**config.mk**
```make
export PLATFORM = sky130hd
export DESIGN_NAME = ch_est_cntrl_unit
export DESIGN_NICKNAME = d
export VERILOG_FILES = /design/src/ch_est_pkg.sv /design/src/ch_est_ifs.sv /design/src/slot_sequencer.sv /design/src/interp_sequencer.sv /design/src/h_select_sequencer.sv /design/src/ch_est_cntrl_unit.sv
export VERILOG_INCLUDE_DIRS = /design/src
export SDC_FILE = /design/constraint.sdc
export NUM_CORES = 1
export LEC_CHECK = 0
export ABC_AREA = 1
export BUFFER_PORTS_ARGS = -buffer_cell sky130_fd_sc_hd__buf_4
export CAP_MARGIN = 0
export CORE_MARGIN = 1.5
export CORE_UTILIZATION = 46
export DETAILED_ROUTE_END_ITERATION = 16
export GPL_ROUTABILITY_DRIVEN = 0
export PLACE_DENSITY_LB_ADDON = 0.25
export SLEW_MARGIN = 20
export SYNTH_ARGS = -nofsm -noshare
export SYNTH_HDL_FRONTEND = slang
export SYNTH_SLANG_ARGS = --single-unit
export TNS_END_PERCENT = 10
```
**constraint.sdc**
```tcl
create_clock -name clk -period 2.43 [get_ports clk]
set_input_delay 0.486 -clock clk [delete_from_list [all_inputs] [get_ports clk]]
set_output_delay 0.486 -clock clk [all_outputs]
set_load 0.005 [all_outputs]
```
**src/ch_est_defines.svh**
```systemverilog
`ifndef CH_EST_DEFINES_SVH
`define CH_EST_DEFINES_SVH

// nrs read address width
`define CE_NRS_ADDR_W 4

// pilot symbols read per slot
`define CE_SYMS_PER_PHASE 4

// demap columns holding pilots
`define CE_COL_0 4'd5
`define CE_COL_1 4'd6
`define CE_COL_2 4'd12
`define CE_COL_3 4'd13

// six 2-bit fields per output select sequence
`define CE_SEL_SEQ_LEN 12

// adder operand mux select
`define CE_SEL_W 3

`endif

```
**src/ch_est_pkg.sv**
```systemverilog
`include "ch_est_defines.svh"

package ch_est_pkg;

    // pilot phase fsm
    typedef enum logic [1:0] {
        idle       = 2'b00,
        mult_store = 2'b01,
        mult_add   = 2'b11
    } mult_state_t;

    // adder 1 steps, named after the operand pair
    typedef enum logic [3:0] {
        a1_idle    = 4'b0000,
        a1_e2      = 4'b0010,
        a1_2e2     = 4'b0011,
        a1_e2_2e3  = 4'b0001,
        a1_e2_2e4  = 4'b0100,
        a1_2e2_5e4 = 4'b0101,
        a1_2e3_e1  = 4'b1000,
        a1_2e3     = 4'b1100,
        a1_5e1_2e3 = 4'b1110
    } adder1_state_t;

    // adder 2 steps
    typedef enum logic [3:0] {
        a2_idle   = 4'b0000,
        a2_2e1_e3 = 4'b0001,
        a2_e1_2e3 = 4'b0011,
        a2_2e2_e3 = 4'b0010,
        a2_2e2_e4 = 4'b0100,
        a2_5e4    = 4'b0101,
        a2_4e4_e2 = 4'b0111,
        a2_e3     = 4'b1000,
        a2_4e1_e3 = 4'b1010,
        a2_5e1    = 4'b1011
    } adder2_state_t;

    // v_shift 0/3 -> shift_0, 1/4 -> shift_1, rest -> shift_2
    typedef enum logic [1:0] {
        shift_0 = 2'd0,
        shift_1 = 2'd1,
        shift_2 = 2'd2
    } shift_class_t;

    typedef logic [`CE_SEL_SEQ_LEN-1:0] sel_seq_t;

    // out mux sequences, low field plays first
    localparam sel_seq_t sel_seq_h1 [3] = '{
        12'b01_11_10_11_01_00,
        12'b10_11_01_00_01_01,
        12'b01_10_11_11_00_11
    };

    localparam sel_seq_t sel_seq_h2 [3] = '{
        12'b10_11_00_00_01_00,
        12'b00_10_11_10_10_01,
        12'b11_10_00_01_00_00
    };

endpackage

```
**src/ch_est_ifs.sv**
```systemverilog
`timescale 1ns/1ps

// ======================================================================
// pilot phase -> interpolation
// ======================================================================

interface est_if import ch_est_pkg::*; ();

    // one-cycle strobes in an add slot, per stored estimate
    logic         e1_ready;
    logic         e2_ready;
    logic         e3_ready;
    // decoded v_shift, steady over the slot
    shift_class_t shift_class;

    modport source (output e1_ready, e2_ready, e3_ready, shift_class);
    modport sink   (input  e1_ready, e2_ready, e3_ready, shift_class);

endinterface

// ======================================================================
// interpolation -> output select stage
// ======================================================================

interface out_ctl_if import ch_est_pkg::*; ();

    // load two cycles ahead of the valid window
    logic         load_sel;
    logic         valid_start;
    logic         valid_end;
    shift_class_t shift_class;

    modport source (output load_sel, valid_start, valid_end, shift_class);
    modport sink   (input  load_sel, valid_start, valid_end, shift_class);

endinterface

```
**src/slot_sequencer.sv**
```systemverilog
`timescale 1ns/1ps
`include "ch_est_defines.svh"

module slot_sequencer
    import ch_est_pkg::*;
(
    input  logic                      clk,
    input  logic                      rst,
    input  logic                      demap_ready,
    input  logic                      nrs_gen_ready,
    input  logic [2:0]                v_shift,
    output logic [3:0]                col,
    output logic [1:0]                nrs_index_addr,
    output logic [`CE_NRS_ADDR_W-1:0] rd_addr_nrs,
    output logic [1:0]                addr_mem,
    output logic                      demap_read,
    output logic                      mult_mem_en,
    output logic                      avg_mem_en,
    est_if.source                     est
);

    // nrs table holds two entries per pilot
    localparam logic [`CE_NRS_ADDR_W-1:0] nrs_step = 2;

    mult_state_t cs, ns;
    logic [1:0]  sym_cnt;
    logic        sym_done;
    logic        store_slot;
    logic [1:0]  col_idx;

    // ==================================================================
    // pilot phase fsm
    // ==================================================================

    assign sym_done = (sym_cnt == 2'(`CE_SYMS_PER_PHASE - 1));

    always_comb begin
        ns = cs;
        case (cs)
            // readiness only looked at while idle
            idle: begin
                if (demap_ready && nrs_gen_ready) begin
                    ns = store_slot ? mult_store : mult_add;
                end
            end
            mult_store, mult_add: begin
                if (sym_done) begin
                    ns = idle;
                end
            end
            default: ns = idle;
        endcase
    end

    always_ff @(posedge clk or negedge rst) begin
        if (!rst) begin
            cs             <= idle;
            sym_cnt        <= 2'd0;
            store_slot     <= 1'b1;
            col_idx        <= 2'd0;
            nrs_index_addr <= 2'd0;
            rd_addr_nrs    <= '0;
            mult_mem_en    <= 1'b0;
            avg_mem_en     <= 1'b0;
        end else begin
            cs          <= ns;
            // memory enables trail the reads by one cycle
            mult_mem_en <= (cs == mult_store);
            avg_mem_en  <= (cs == mult_add);
            if (demap_read) begin
                sym_cnt        <= sym_cnt + 2'd1;
                nrs_index_addr <= nrs_index_addr + 2'd1;
                rd_addr_nrs    <= rd_addr_nrs + nrs_step;
                // two reads per column
                if (sym_cnt[0]) begin
                    col_idx <= col_idx + 2'd1;
                end
                // store and add slots alternate
                if (sym_done) begin
                    store_slot <= ~store_slot;
                end
            end
        end
    end

    assign demap_read = (cs != idle);
    assign addr_mem   = sym_cnt;

    always_comb begin
        case (col_idx)
            2'd0: col = `CE_COL_0;
            2'd1: col = `CE_COL_1;
            2'd2: col = `CE_COL_2;
            2'd3: col = `CE_COL_3;
        endcase
    end

    // ==================================================================
    // interpolation triggers
    // ==================================================================

    assign est.e1_ready = (cs == mult_add) && (sym_cnt == 2'd0);
    assign est.e2_ready = (cs == mult_add) && (sym_cnt == 2'd1);
    assign est.e3_ready = (cs == mult_add) && (sym_cnt == 2'd2);

    always_comb begin
        case (v_shift)
            3'd0, 3'd3: est.shift_class = shift_0;
            3'd1, 3'd4: est.shift_class = shift_1;
            default:    est.shift_class = shift_2;
        endcase
    end

    // product and average memories never written together
    assert property (@(posedge clk) disable iff (!rst) !(mult_mem_en && avg_mem_en))
        else $error("mult_mem_en and avg_mem_en both high");

endmodule

```
**src/interp_sequencer.sv**
```systemverilog
`timescale 1ns/1ps
`include "ch_est_defines.svh"

module interp_sequencer
    import ch_est_pkg::*;
(
    input  logic                 clk,
    input  logic                 rst,
    est_if.sink                  est,
    out_ctl_if.source            octl,
    output logic [`CE_SEL_W-1:0] s1a,
    output logic [`CE_SEL_W-1:0] s1b,
    output logic [`CE_SEL_W-1:0] s2a,
    output logic [`CE_SEL_W-1:0] s2b,
    output logic                 en_reg_e,
    output logic                 en_reg_2e,
    output logic                 en_reg_5e
);

    adder1_state_t cs_a1, ns_a1;
    adder2_state_t cs_a2, ns_a2;
    shift_class_t  sc;
    // hold bits stretch a gated step to two cycles
    logic          hold_1, hold_2;
    logic          gate_1, gate_2;
    logic [2:0]    en_vec;

    assign sc = est.shift_class;

    // ==================================================================
    // adder fsms
    // ==================================================================

    always_ff @(posedge clk or negedge rst) begin
        if (!rst) begin
            cs_a1  <= a1_idle;
            cs_a2  <= a2_idle;
            hold_1 <= 1'b0;
            hold_2 <= 1'b0;
        end else begin
            cs_a1  <= ns_a1;
            cs_a2  <= ns_a2;
            // set on entry, drops by itself
            hold_1 <= gate_1 & ~hold_1;
            hold_2 <= gate_2 & ~hold_2;
        end
    end

    // steps that wait one extra cycle
    always_comb begin
        case (sc)
            shift_0: gate_1 = (cs_a1 == a1_2e2) || (cs_a1 == a1_e2_2e3);
            shift_2: gate_1 = (cs_a1 == a1_5e1_2e3) || (cs_a1 == a1_e2_2e3);
            default: gate_1 = 1'b0;
        endcase
        gate_2 = (sc != shift_0) && (cs_a2 == a2_2e1_e3);
    end

    always_comb begin
        ns_a1 = a1_idle;
        ns_a2 = a2_idle;
        case (sc)
            shift_0: begin
                case (cs_a1)
                    a1_idle:   ns_a1 = est.e2_ready ? a1_e2 : a1_idle;
                    a1_e2:     ns_a1 = a1_2e2;
                    a1_2e2:    ns_a1 = hold_1 ? a1_e2_2e3 : a1_2e2;
                    a1_e2_2e3: ns_a1 = hold_1 ? a1_e2_2e4 : a1_e2_2e3;
                    a1_e2_2e4: ns_a1 = a1_2e2_5e4;
                    default:   ns_a1 = a1_idle;
                endcase
                case (cs_a2)
                    a2_idle:   ns_a2 = est.e3_ready ? a2_2e1_e3 : a2_idle;
                    a2_2e1_e3: ns_a2 = a2_e1_2e3;
                    a2_e1_2e3: ns_a2 = a2_2e2_e3;
                    a2_2e2_e3: ns_a2 = a2_2e2_e4;
                    a2_2e2_e4: ns_a2 = a2_5e4;
                    a2_5e4:    ns_a2 = a2_4e4_e2;
                    default:   ns_a2 = a2_idle;
                endcase
            end
            shift_1: begin
                // adder 1 trails adder 2 here
                case (cs_a1)
                    a1_idle:   ns_a1 = (cs_a2 == a2_4e1_e3) ? a1_2e3_e1 : a1_idle;
                    a1_2e3_e1: ns_a1 = a1_e2_2e3;
                    a1_e2_2e3: ns_a1 = a1_e2;
                    a1_e2:     ns_a1 = a1_e2_2e4;
                    default:   ns_a1 = a1_idle;
                endcase
                case (cs_a2)
                    a2_idle:   ns_a2 = est.e3_ready ? a2_e3 : a2_idle;
                    a2_e3:     ns_a2 = a2_4e1_e3;
                    a2_4e1_e3: ns_a2 = a2_2e1_e3;
                    a2_2e1_e3: ns_a2 = hold_2 ? a2_2e2_e3 : a2_2e1_e3;
                    a2_2e2_e3: ns_a2 = a2_2e2_e4;
                    a2_2e2_e4: ns_a2 = a2_4e4_e2;
                    default:   ns_a2 = a2_idle;
                endcase
            end
            default: begin
                case (cs_a1)
                    a1_idle:    ns_a1 = est.e3_ready ? a1_2e3 : a1_idle;
                    a1_2e3:     ns_a1 = a1_5e1_2e3;
                    a1_5e1_2e3: ns_a1 = hold_1 ? a1_2e3_e1 : a1_5e1_2e3;
                    a1_2e3_e1:  ns_a1 = a1_e2_2e3;
                    a1_e2_2e3:  ns_a1 = hold_1 ? a1_e2_2e4 : a1_e2_2e3;
                    default:    ns_a1 = a1_idle;
                endcase
                // adder 2 starts a cycle early on e2
                case (cs_a2)
                    a2_idle:   ns_a2 = est.e2_ready ? a2_5e1 : a2_idle;
                    a2_5e1:    ns_a2 = a2_e3;
                    a2_e3:     ns_a2 = a2_4e1_e3;
                    a2_4e1_e3: ns_a2 = a2_2e1_e3;
                    a2_2e1_e3: ns_a2 = hold_2 ? a2_2e2_e3 : a2_2e1_e3;
                    a2_2e2_e3: ns_a2 = a2_2e2_e4;
                    default:   ns_a2 = a2_idle;
                endcase
            end
        endcase
    end

    // ==================================================================
    // adder mux selects, 7 parks both operands
    // ==================================================================

    always_comb begin
        case (cs_a1)
            a1_e2:      {s1a, s1b} = 6'b000_000;
            a1_2e2:     {s1a, s1b} = 6'b001_000;
            a1_e2_2e3:  {s1a, s1b} = 6'b011_001;
            a1_e2_2e4:  {s1a, s1b} = 6'b011_011;
            a1_2e2_5e4: {s1a, s1b} = 6'b010_010;
            a1_2e3_e1:  {s1a, s1b} = 6'b110_110;
            a1_2e3:     {s1a, s1b} = 6'b100_000;
            a1_5e1_2e3: {s1a, s1b} = 6'b101_100;
            default:    {s1a, s1b} = 6'b111_111;
        endcase
        case (cs_a2)
            a2_2e1_e3: {s2a, s2b} = 6'b000_000;
            a2_e1_2e3: {s2a, s2b} = 6'b001_001;
            a2_2e2_e3: {s2a, s2b} = 6'b011_000;
            a2_2e2_e4: {s2a, s2b} = 6'b011_011;
            a2_5e4:    {s2a, s2b} = 6'b010_011;
            a2_4e4_e2: {s2a, s2b} = 6'b010_010;
            a2_e3:     {s2a, s2b} = 6'b110_110;
            a2_4e1_e3: {s2a, s2b} = 6'b100_100;
            a2_5e1:    {s2a, s2b} = 6'b001_100;
            default:   {s2a, s2b} = 6'b111_111;
        endcase
    end

    // register enables fire in the step after the value is formed
    assign en_reg_e  = (sc == shift_0 && cs_a2 == a2_2e1_e3)
                     || (sc == shift_1 && cs_a1 == a1_e2_2e4)
                     || (sc == shift_2 && cs_a2 == a2_4e1_e3);
    // shift_1 stores -e3 here
    assign en_reg_2e = (sc == shift_0 && cs_a2 == a2_e1_2e3)
                     || (sc != shift_0 && cs_a2 == a2_4e1_e3);
    assign en_reg_5e = (sc == shift_0 && cs_a2 == a2_4e4_e2)
                     || (sc == shift_2 && cs_a2 == a2_e3);

    // ==================================================================
    // output stage control
    // ==================================================================

    assign octl.load_sel    = (sc == shift_0 && cs_a1 == a1_e2) || (cs_a2 == a2_e3);
    assign octl.valid_start = (sc == shift_0) ? (cs_a2 == a2_2e1_e3) : (cs_a2 == a2_4e1_e3);
    // adder 1 finishes last only for shift_2
    assign octl.valid_end   = (sc == shift_2) ? (cs_a1 != a1_idle && ns_a1 == a1_idle)
                                              : (cs_a2 != a2_idle && ns_a2 == a2_idle);
    assign octl.shift_class = sc;

    assign en_vec = {en_reg_e, en_reg_2e, en_reg_5e};

    // no enable held two cycles in a row
    assert property (@(posedge clk) disable iff (!rst) (en_vec & $past(en_vec)) == 3'b000)
        else $error("register enable longer than one cycle");

    // adder start timing relies on back-to-back strobes
    assert property (@(posedge clk) disable iff (!rst)
                     est.e1_ready |=> est.e2_ready ##1 est.e3_ready)
        else $error("estimate ready strobes out of order");

endmodule

```
**src/h_select_sequencer.sv**
```systemverilog
`timescale 1ns/1ps
`include "ch_est_defines.svh"

module h_select_sequencer
    import ch_est_pkg::*;
(
    input  logic       clk,
    input  logic       rst,
    out_ctl_if.sink    octl,
    output logic [1:0] s_h1,
    output logic [1:0] s_h2,
    output logic       s_est,
    output logic       valid_eqlz
);

    sel_seq_t seq_h1, seq_h2;
    // forced shift right after the load
    logic     shift_once;

    // ==================================================================
    // select sequence registers
    // ==================================================================

    always_ff @(posedge clk or negedge rst) begin
        if (!rst) begin
            seq_h1     <= '0;
            seq_h2     <= '0;
            shift_once <= 1'b0;
        end else begin
            shift_once <= octl.load_sel;
            if (octl.load_sel) begin
                seq_h1 <= sel_seq_h1[octl.shift_class];
                seq_h2 <= sel_seq_h2[octl.shift_class];
            end else if (shift_once || valid_eqlz) begin
                // one 2-bit field per step
                seq_h1 <= seq_h1 >> 2;
                seq_h2 <= seq_h2 >> 2;
            end
        end
    end

    assign s_h1 = seq_h1[1:0];
    assign s_h2 = seq_h2[1:0];

    // shift_1 feeds e3/e4 to out mux 1 and e1/e2 to out mux 2
    assign s_est = (octl.shift_class == shift_1);

    // equalizer data window
    always_ff @(posedge clk or negedge rst) begin
        if (!rst) begin
            valid_eqlz <= 1'b0;
        end else if (octl.valid_end) begin
            valid_eqlz <= 1'b0;
        end else if (octl.valid_start) begin
            valid_eqlz <= 1'b1;
        end
    end

    // window always opens on a freshly loaded sequence
    assert property (@(posedge clk) disable iff (!rst)
                     $rose(valid_eqlz) |-> $past(octl.load_sel, 2))
        else $error("valid_eqlz rose without a select load");

endmodule

```
**src/ch_est_cntrl_unit.sv**
```systemverilog
`timescale 1ns/1ps
`include "ch_est_defines.svh"

module ch_est_cntrl_unit (
    input  logic                      clk,
    input  logic                      rst,
    input  logic                      demap_ready,
    input  logic                      nrs_gen_ready,
    input  logic [2:0]                v_shift,
    output logic [3:0]                col,
    output logic [1:0]                nrs_index_addr,
    output logic                      demap_read,
    output logic [`CE_NRS_ADDR_W-1:0] rd_addr_nrs,
    output logic [1:0]                addr_mem,
    output logic                      mult_mem_en,
    output logic                      avg_mem_en,
    output logic                      en_reg_e,
    output logic                      en_reg_2e,
    output logic                      en_reg_5e,
    output logic [`CE_SEL_W-1:0]      s1a,
    output logic [`CE_SEL_W-1:0]      s1b,
    output logic [`CE_SEL_W-1:0]      s2a,
    output logic [`CE_SEL_W-1:0]      s2b,
    output logic [1:0]                s_h1,
    output logic [1:0]                s_h2,
    output logic                      s_est,
    output logic                      valid_eqlz
);

    est_if     i_est_if ();
    out_ctl_if i_out_ctl_if ();

    // ==================================================================
    // pilot reads, memory enables, shift decode
    // ==================================================================

    slot_sequencer i_slot_sequencer (
        .clk            (clk),
        .rst            (rst),
        .demap_ready    (demap_ready),
        .nrs_gen_ready  (nrs_gen_ready),
        .v_shift        (v_shift),
        .col            (col),
        .nrs_index_addr (nrs_index_addr),
        .rd_addr_nrs    (rd_addr_nrs),
        .addr_mem       (addr_mem),
        .demap_read     (demap_read),
        .mult_mem_en    (mult_mem_en),
        .avg_mem_en     (avg_mem_en),
        .est            (i_est_if.source)
    );

    // adder sequencing and register enables
    interp_sequencer i_interp_sequencer (
        .clk       (clk),
        .rst       (rst),
        .est       (i_est_if.sink),
        .octl      (i_out_ctl_if.source),
        .s1a       (s1a),
        .s1b       (s1b),
        .s2a       (s2a),
        .s2b       (s2b),
        .en_reg_e  (en_reg_e),
        .en_reg_2e (en_reg_2e),
        .en_reg_5e (en_reg_5e)
    );

    // out mux sequences and valid window
    h_select_sequencer i_h_select_sequencer (
        .clk        (clk),
        .rst        (rst),
        .octl       (i_out_ctl_if.sink),
        .s_h1       (s_h1),
        .s_h2       (s_h2),
        .s_est      (s_est),
        .valid_eqlz (valid_eqlz)
    );

endmodule

```
* Word level (Yosys, flattened, before mapping)
Memory sizes are Yosys's and may differ from the RTL's.
Index checks and enable logic that the tools add are counted.
** Operators by class
- $add $sub $neg :: 4
- $lt $le $gt $ge :: 1
- Equal/unequal tests :: 31
- Mux-type cells :: 39
- Bitwise gates (word level) :: 6
- Reduce and logical (&&, ||, !) cells :: 42
** Operators with widths (count)
- $mux 12 :: 8
- $pmux 4 s6 :: 3
- $bmux 12 s2 :: 2
- $pmux 4 s5 :: 2
- $pmux 4 s4 :: 2
- $eq 4x4->1 const B :: 6
- $eq 4x2->1 const B :: 4
- $eq 4x3->1 const B :: 4
- $logic_not 4->1 :: 4
- $mux 4 :: 4
- $pmux 4 s2 :: 2
- $logic_and 1x1->1 :: 14
- $eq 2x2->1 const B :: 6
- $mux 2 :: 6
- $eq 2x1->1 const B :: 4
- $eq 4x1->1 const B :: 2
- $logic_or 1x1->1 :: 8
- $pmux 2 s2 :: 2
- $reduce_bool 2->1 :: 4
- $reduce_bool 4->1 :: 2
- $add 2x1->2 const B :: 3
- $logic_not 2->1 :: 3
- $mux 3 :: 2
- $reduce_and 2->1 :: 3
- 13 further kinds :: 23
** Word-level totals
- Bits in registers :: 51
- Bits in read-only memories :: 192
- Bits of input ports :: 7
- Logic and storage cells :: 141
- Memories :: 2
** Memories
- (no name shown) :: words 16, bits a word 6, rd ports 1, clocked after Yosys merged registers in 0, write ports 0, line interp_sequencer.sv:129 : case (cs_a1)
- (no name shown) :: words 16, bits a word 6, rd ports 1, clocked after Yosys merged registers in 0, write ports 0, line interp_sequencer.sv:140 : case (cs_a2)

* Logic depth before layout (Yosys ltp)
- Depth after elaboration :: 9
- Depth in mapped cells :: 12
- Gate-level depth less buffers :: 11

* Cells and area by module
Synthesis repeated with hierarchy kept, for this count alone.
** Second synthesis, totals
- Cell total of the unflattened synthesis :: 435
- Area total of the unflattened synthesis :: 3256.9 µm²
** Modules (own cells, without submodules)
- h_select_sequencer :: instances 1, cells an instance 159, area each 1402.6 µm²
- interp_sequencer :: instances 1, cells an instance 184, area each 1083.5 µm²
- slot_sequencer :: instances 1, cells an instance 92, area each 770.7 µm²

* Worst setup path after synthesis
OpenSTA, ideal clock, no wires.
- Kind :: input -> output
- From :: input v_shift[1]
- To :: output en_reg_5e
- Arrival time :: 1.268 ns
- Data required time :: 1.944 ns
- Setup slack :: 0.676 ns
- Cell stages on the path :: 7
- Path buffers :: 0
- Path through :: inv_1 -> o21ai_4 -> nor2_8 -> nand2_4 -> nand2_8 -> nand2_1 -> o31ai_1
** On the way
- Cells in the longest elaborated chain, start to end :: 6
- Elaborated cells on any way between the ends :: 12
- Those cells by class :: 4 x eq/ne; 1 x mux; 7 x reduce/logical
** RTL lines
- start, declared :: line ch_est_cntrl_unit.sv:9 : input logic [2:0] v_shift,
- $eq 3x1->1 (tied with other cells) :: line slot_sequencer.sv:107 : case (v_shift)
- $reduce_or 2->1 :: line slot_sequencer.sv:107
- $pmux 2 s2 (*) :: line slot_sequencer.sv:107
- $eq 2x2->1 or $logic_not 2->1 (tied branches) :: line interp_sequencer.sv:162, interp_sequencer.sv:161
- $logic_and 1x1->1, on equally long branches :: line interp_sequencer.sv:162, interp_sequencer.sv:161
- $logic_or 1x1->1 (*) :: line interp_sequencer.sv:162 : || (sc == shift_2 && cs_a2 == a2_e3);
- end, declared :: line ch_est_cntrl_unit.sv:19 : output logic en_reg_5e,
Mark *: on every way between the ends. The rest lies on a longest branch, timed or not.

* Worst setup path after layout
- From :: register i_interp_sequencer.cs_a2[0]
- To :: output en_reg_5e
** On the way
- Cells in the longest elaborated chain, start to end :: 3
- Elaborated cells on any way between the ends :: 5
- Those cells by class :: 2 x eq/ne; 3 x reduce/logical
** RTL lines
- start, declared :: line interp_sequencer.sv:21 : adder2_state_t cs_a2, ns_a2;
- start signal, assigned :: line interp_sequencer.sv:37 : cs_a2 <= a2_idle;
- start signal, assigned :: line interp_sequencer.sv:42 : cs_a2 <= ns_a2;
- $eq 4x3->1 or $eq 4x4->1 (tied branches) :: line interp_sequencer.sv:161, interp_sequencer.sv:162
- $logic_and 1x1->1, on equally long branches :: line interp_sequencer.sv:161, interp_sequencer.sv:162
- $logic_or 1x1->1 (*) :: line interp_sequencer.sv:162
Marked as above.

==> results.md <==
- Port Buffer Count: 40
- Max-cap violations: 0
- Area share of the largest cell type after synthesis: 41.9%
- Area contributors post-synth: dfrtp_1 42%, nand2_1 12%, o21ai_0 5.8%, ha_1 5.2%, inv_1 5.0%
- Register area share after synthesis: 42.8%
- Initial antenna violation count: 0
- Vias/cell: 5.19
- CTS root buf: clkbuf_8
- Final core utilization: 55.3%
- Max transition margin: 59.1%
- Part of the power in combinational logic: 49.6%
- Hold_buf cts: 0
- Ys Warns: 0
- Slowest Stage Delay on Critical Path: 0.45 ns
- Worst Path Arrival: 1.75 ns
- Min cycle time layout: 2.23 ns
- FP Rows: 28
- Distinct cell type count after synthesis: 41
- CTS buffer count: 5
- Delay-heaviest family, CP: flip-flops
- Final period util: 92.0%
- Worst path cell trace: inv_1 -> ha_2 -> nand2_2 -> nand2_8 -> nand2_1 -> o31ai_1 -> buf_4
- Clock Skew: 0.00837 ns
- Synthesized area: 0.00287 mm²
- Layout Nets: 418
- 1st-iter DRT viols: 161
- Dpl hpwl: 4380 µm
- Crit path launch type: flop
- Worst-Margin Slew: 0.613 ns
- Net Sw Power: 1.56 mW
- CTS max path bufs: 2
- Largest area contributor in the synthesized netlist: dfrtp_1
- First-pass GRT wire length: 10,100 µm
- Status: complete, no violations
- Largest net degree at the start of global routing: 50
- Kind of end point of the critical path: output port
- Die height: 82.0 µm
- RSZ-0062 raised after global routing: no
- Synthesis-to-layout area growth: 14.8%
- DRC errors left: 0
- Die Wd: 82.0 µm
- Gate Count Post-Synth: 364
- Sw Ratio: 41.1%
- Clock transition at path regs: 0.10 ns
- LEAKAGE: 1.71 nW
- Avg Inst Size Synth: 7.88 µm²
- Total GRT Usage: 19.5%
- Post-Syn Nets: 383
- Htree depth: 2
- Slowest CP cell: dfrtp_1
- DR vias: 2,467
- Ports: 43
- Pwr Density: 1150 mW/mm²
- Slew Limit Fails: 0
- R2R Path Start: i_interp_sequencer.cs_a2[0]
- Share of cells above drive strength 1: 19.0%
- Initial core utilization: 48.2%
- Clock Power Share: 13.4%
- Int Pwr: 2.23 mW
- Count of state elements after synthesis: 49
- F_max: 0.447 GHz
- Ys async rst share: 100%
- Max VDD drop: 0.000588 V
- Num Clock Sinks: 49
- Hold Path Class: in2async
- Post-synth EDFFs: 0
- Worst Path Buf+Inv: 2
- Dpl ws: 0.274 ns
- Final Hold Vio Count: 0
- Worst skew pair latency: 0.31 ns
- DRT Pass-1 Iters: 4
- Share of total power in sequential cells: 37.0%
- Routed WL per cell: 12.6 µm
- Final Power: 3.78 mW
- CTS tree: yes
- Total wire length: 5970 µm
- CP Max Fanout: 19
- GRT overflow: 0
- ANT cells: 0
- Setup-failing EPs final: 0
- Setup TNS: 0 ns
- Core Region: 0.00596 mm²
- Final setup margin: 0.195 ns
- Critical Path Start: i_interp_sequencer.cs_a2[0]
- Vias in the first global route: 2,290
- CP required: 1.94 ns
- Predominant post-synthesis flop cell: dfrtp_1
- Post-CTS setup buffers: 0
- Critical path class: reg2out
- DRT antenna net count: 0
- Die area: 0.00672 mm²
## Yosys cell counts, types with 2 or more instances
| cell type | n |
|---|---|
| nand2_1 | 94 |
| dfrtp_1 | 48 |
| inv_1 | 38 |
| o21ai_0 | 33 |
| nor2_1 | 32 |
| nand3_1 | 28 |
| a21oi_1 | 17 |
| ha_1 | 12 |
| buf_4 | 9 |
| o21ai_1 | 6 |
| xnor2_1 | 5 |
| nand2_2 | 3 |
| buf_2 | 2 |
| buf_6 | 2 |
| clkbuf_1 | 2 |
| conb_1 | 2 |
| nand2_8 | 2 |
| nor2_2 | 2 |
| nor3_1 | 2 |
| o22ai_2 | 2 |
| o31ai_1 | 2 |
| xor2_1 | 2 |
## state kept, by name (all words and copies together), names as in the netlist
name	count
i_h_select_sequencer.seq_h1	12
i_h_select_sequencer.seq_h2	11
i_h_select_sequencer.shift_once	1
i_h_select_sequencer.valid_eqlz	1
i_interp_sequencer.cs_a1	4
i_interp_sequencer.cs_a2	4
i_interp_sequencer.hold_1	1
i_interp_sequencer.hold_2	1
i_slot_sequencer.addr_mem	2
i_slot_sequencer.avg_mem_en	1
i_slot_sequencer.col_idx	2
i_slot_sequencer.cs	2
i_slot_sequencer.mult_mem_en	1
i_slot_sequencer.nrs_index_addr	2
i_slot_sequencer.rd_addr_nrs	3
i_slot_sequencer.store_slot	1
## per-layer routing
layer,track usage [%],up-vias,wire length (µm),share of wire (%)
met5,0,-,0,0
met4,7.63,0,102,1.7
met3,3.11,12,302,5.1
met2,31.1,69,2690,45
met1,26.5,1152,2870,48
li1,-,1234,-,-
## cell type report
class                           instances  area (µm²)
Clock inverter                          3        26.3
Multi-Input combinational cell        259        1390
Inverter                               41         159
Tap cell                               75        93.8
Fill cell                             574        2660
Timing Repair Buffer                   43         323
Clock buffer                            5        68.8
Sequential cell                        49        1230
## cells in the final DEF, fill, tap and decap left out, types with 2 or more instances in the layout
master      count
nor2_4          2
ha_1           11
o21ai_1         6
nand2_1        93
dfrtp_2         2
nand2_8         2
o22ai_2         2
nor3_1          2
nor2_2          2
nand2_2         4
clkinvlp_4      2
o31ai_1         2
conb_1          2
clkbuf_8        5
inv_1          37
o21ai_0        33
xnor2_1         5
xor2_1          2
nand3_1        27
buf_4          43
dfrtp_1        46
a21oi_1        17
nor2_1         31
inv_2           2
## power by group through the flow
stage	logic, mW	registers [mW]	clock network [mW]
global placement	1.84	1.40	0
floorplan	1.29	1.35	0
finish	1.88	1.40	0.506
detailed placement	1.88	1.41	0
CTS	1.88	1.40	0.524
global route	2.13	1.45	0.559
## stage by stage
stage / cells / area [µm²] / hold WS [ns]
2_1_floorplan: 364 / 2870 / 0.190
3_3_place_gp: 467 / 3180 / 0.463
3_5_place_dp: 467 / 3180 / 0.459
4_1_cts: 475 / 3280 / 0.205
5_1_grt: 475 / 3290 / 0.235
6_report: 475 / 3290 / 0.188
## worst paths after layout
path / slack, ns / depth (start not counted) / end
max: 0.20 / 7 / en_reg_5e
min: 0.19 / 1 / i_interp_sequencer.hold_1
max reg2reg: 0.68 / 9 / i_h_select_sequencer.seq_h2[4]
min reg2reg: 0.48 / 1 / i_slot_sequencer.nrs_index_addr[1]
max in group asynchronous: 1.80 / 1 / i_interp_sequencer.cs_a1[1]
min in group clk: 0.48 / 1 / i_slot_sequencer.nrs_index_addr[1]
## what timing repair did
| item | CTS | global route |
|---|---|---|
| gates resized for setup | 1 | 7 |
| hold endpoints to repair | 0 | 0 |
| endpoints found under the setup margin | 1 | 1 |
## cells by family (layout without fill, tap and decap cells)
logic type	after synthesis	after routing	share of synthesized area, %
AO/OA/AOI/OAI	68	68	13.7
flip-flops	49	49	42.8
XOR/XNOR	7	7	2.14
other	2	2	0.262
adder cells (fa/ha/maj)	12	12	5.23
AND/OR/NAND/NOR	170	170	26.6
buffers and inverters	56	92	9.29
(Power assumes the default switching activity.)
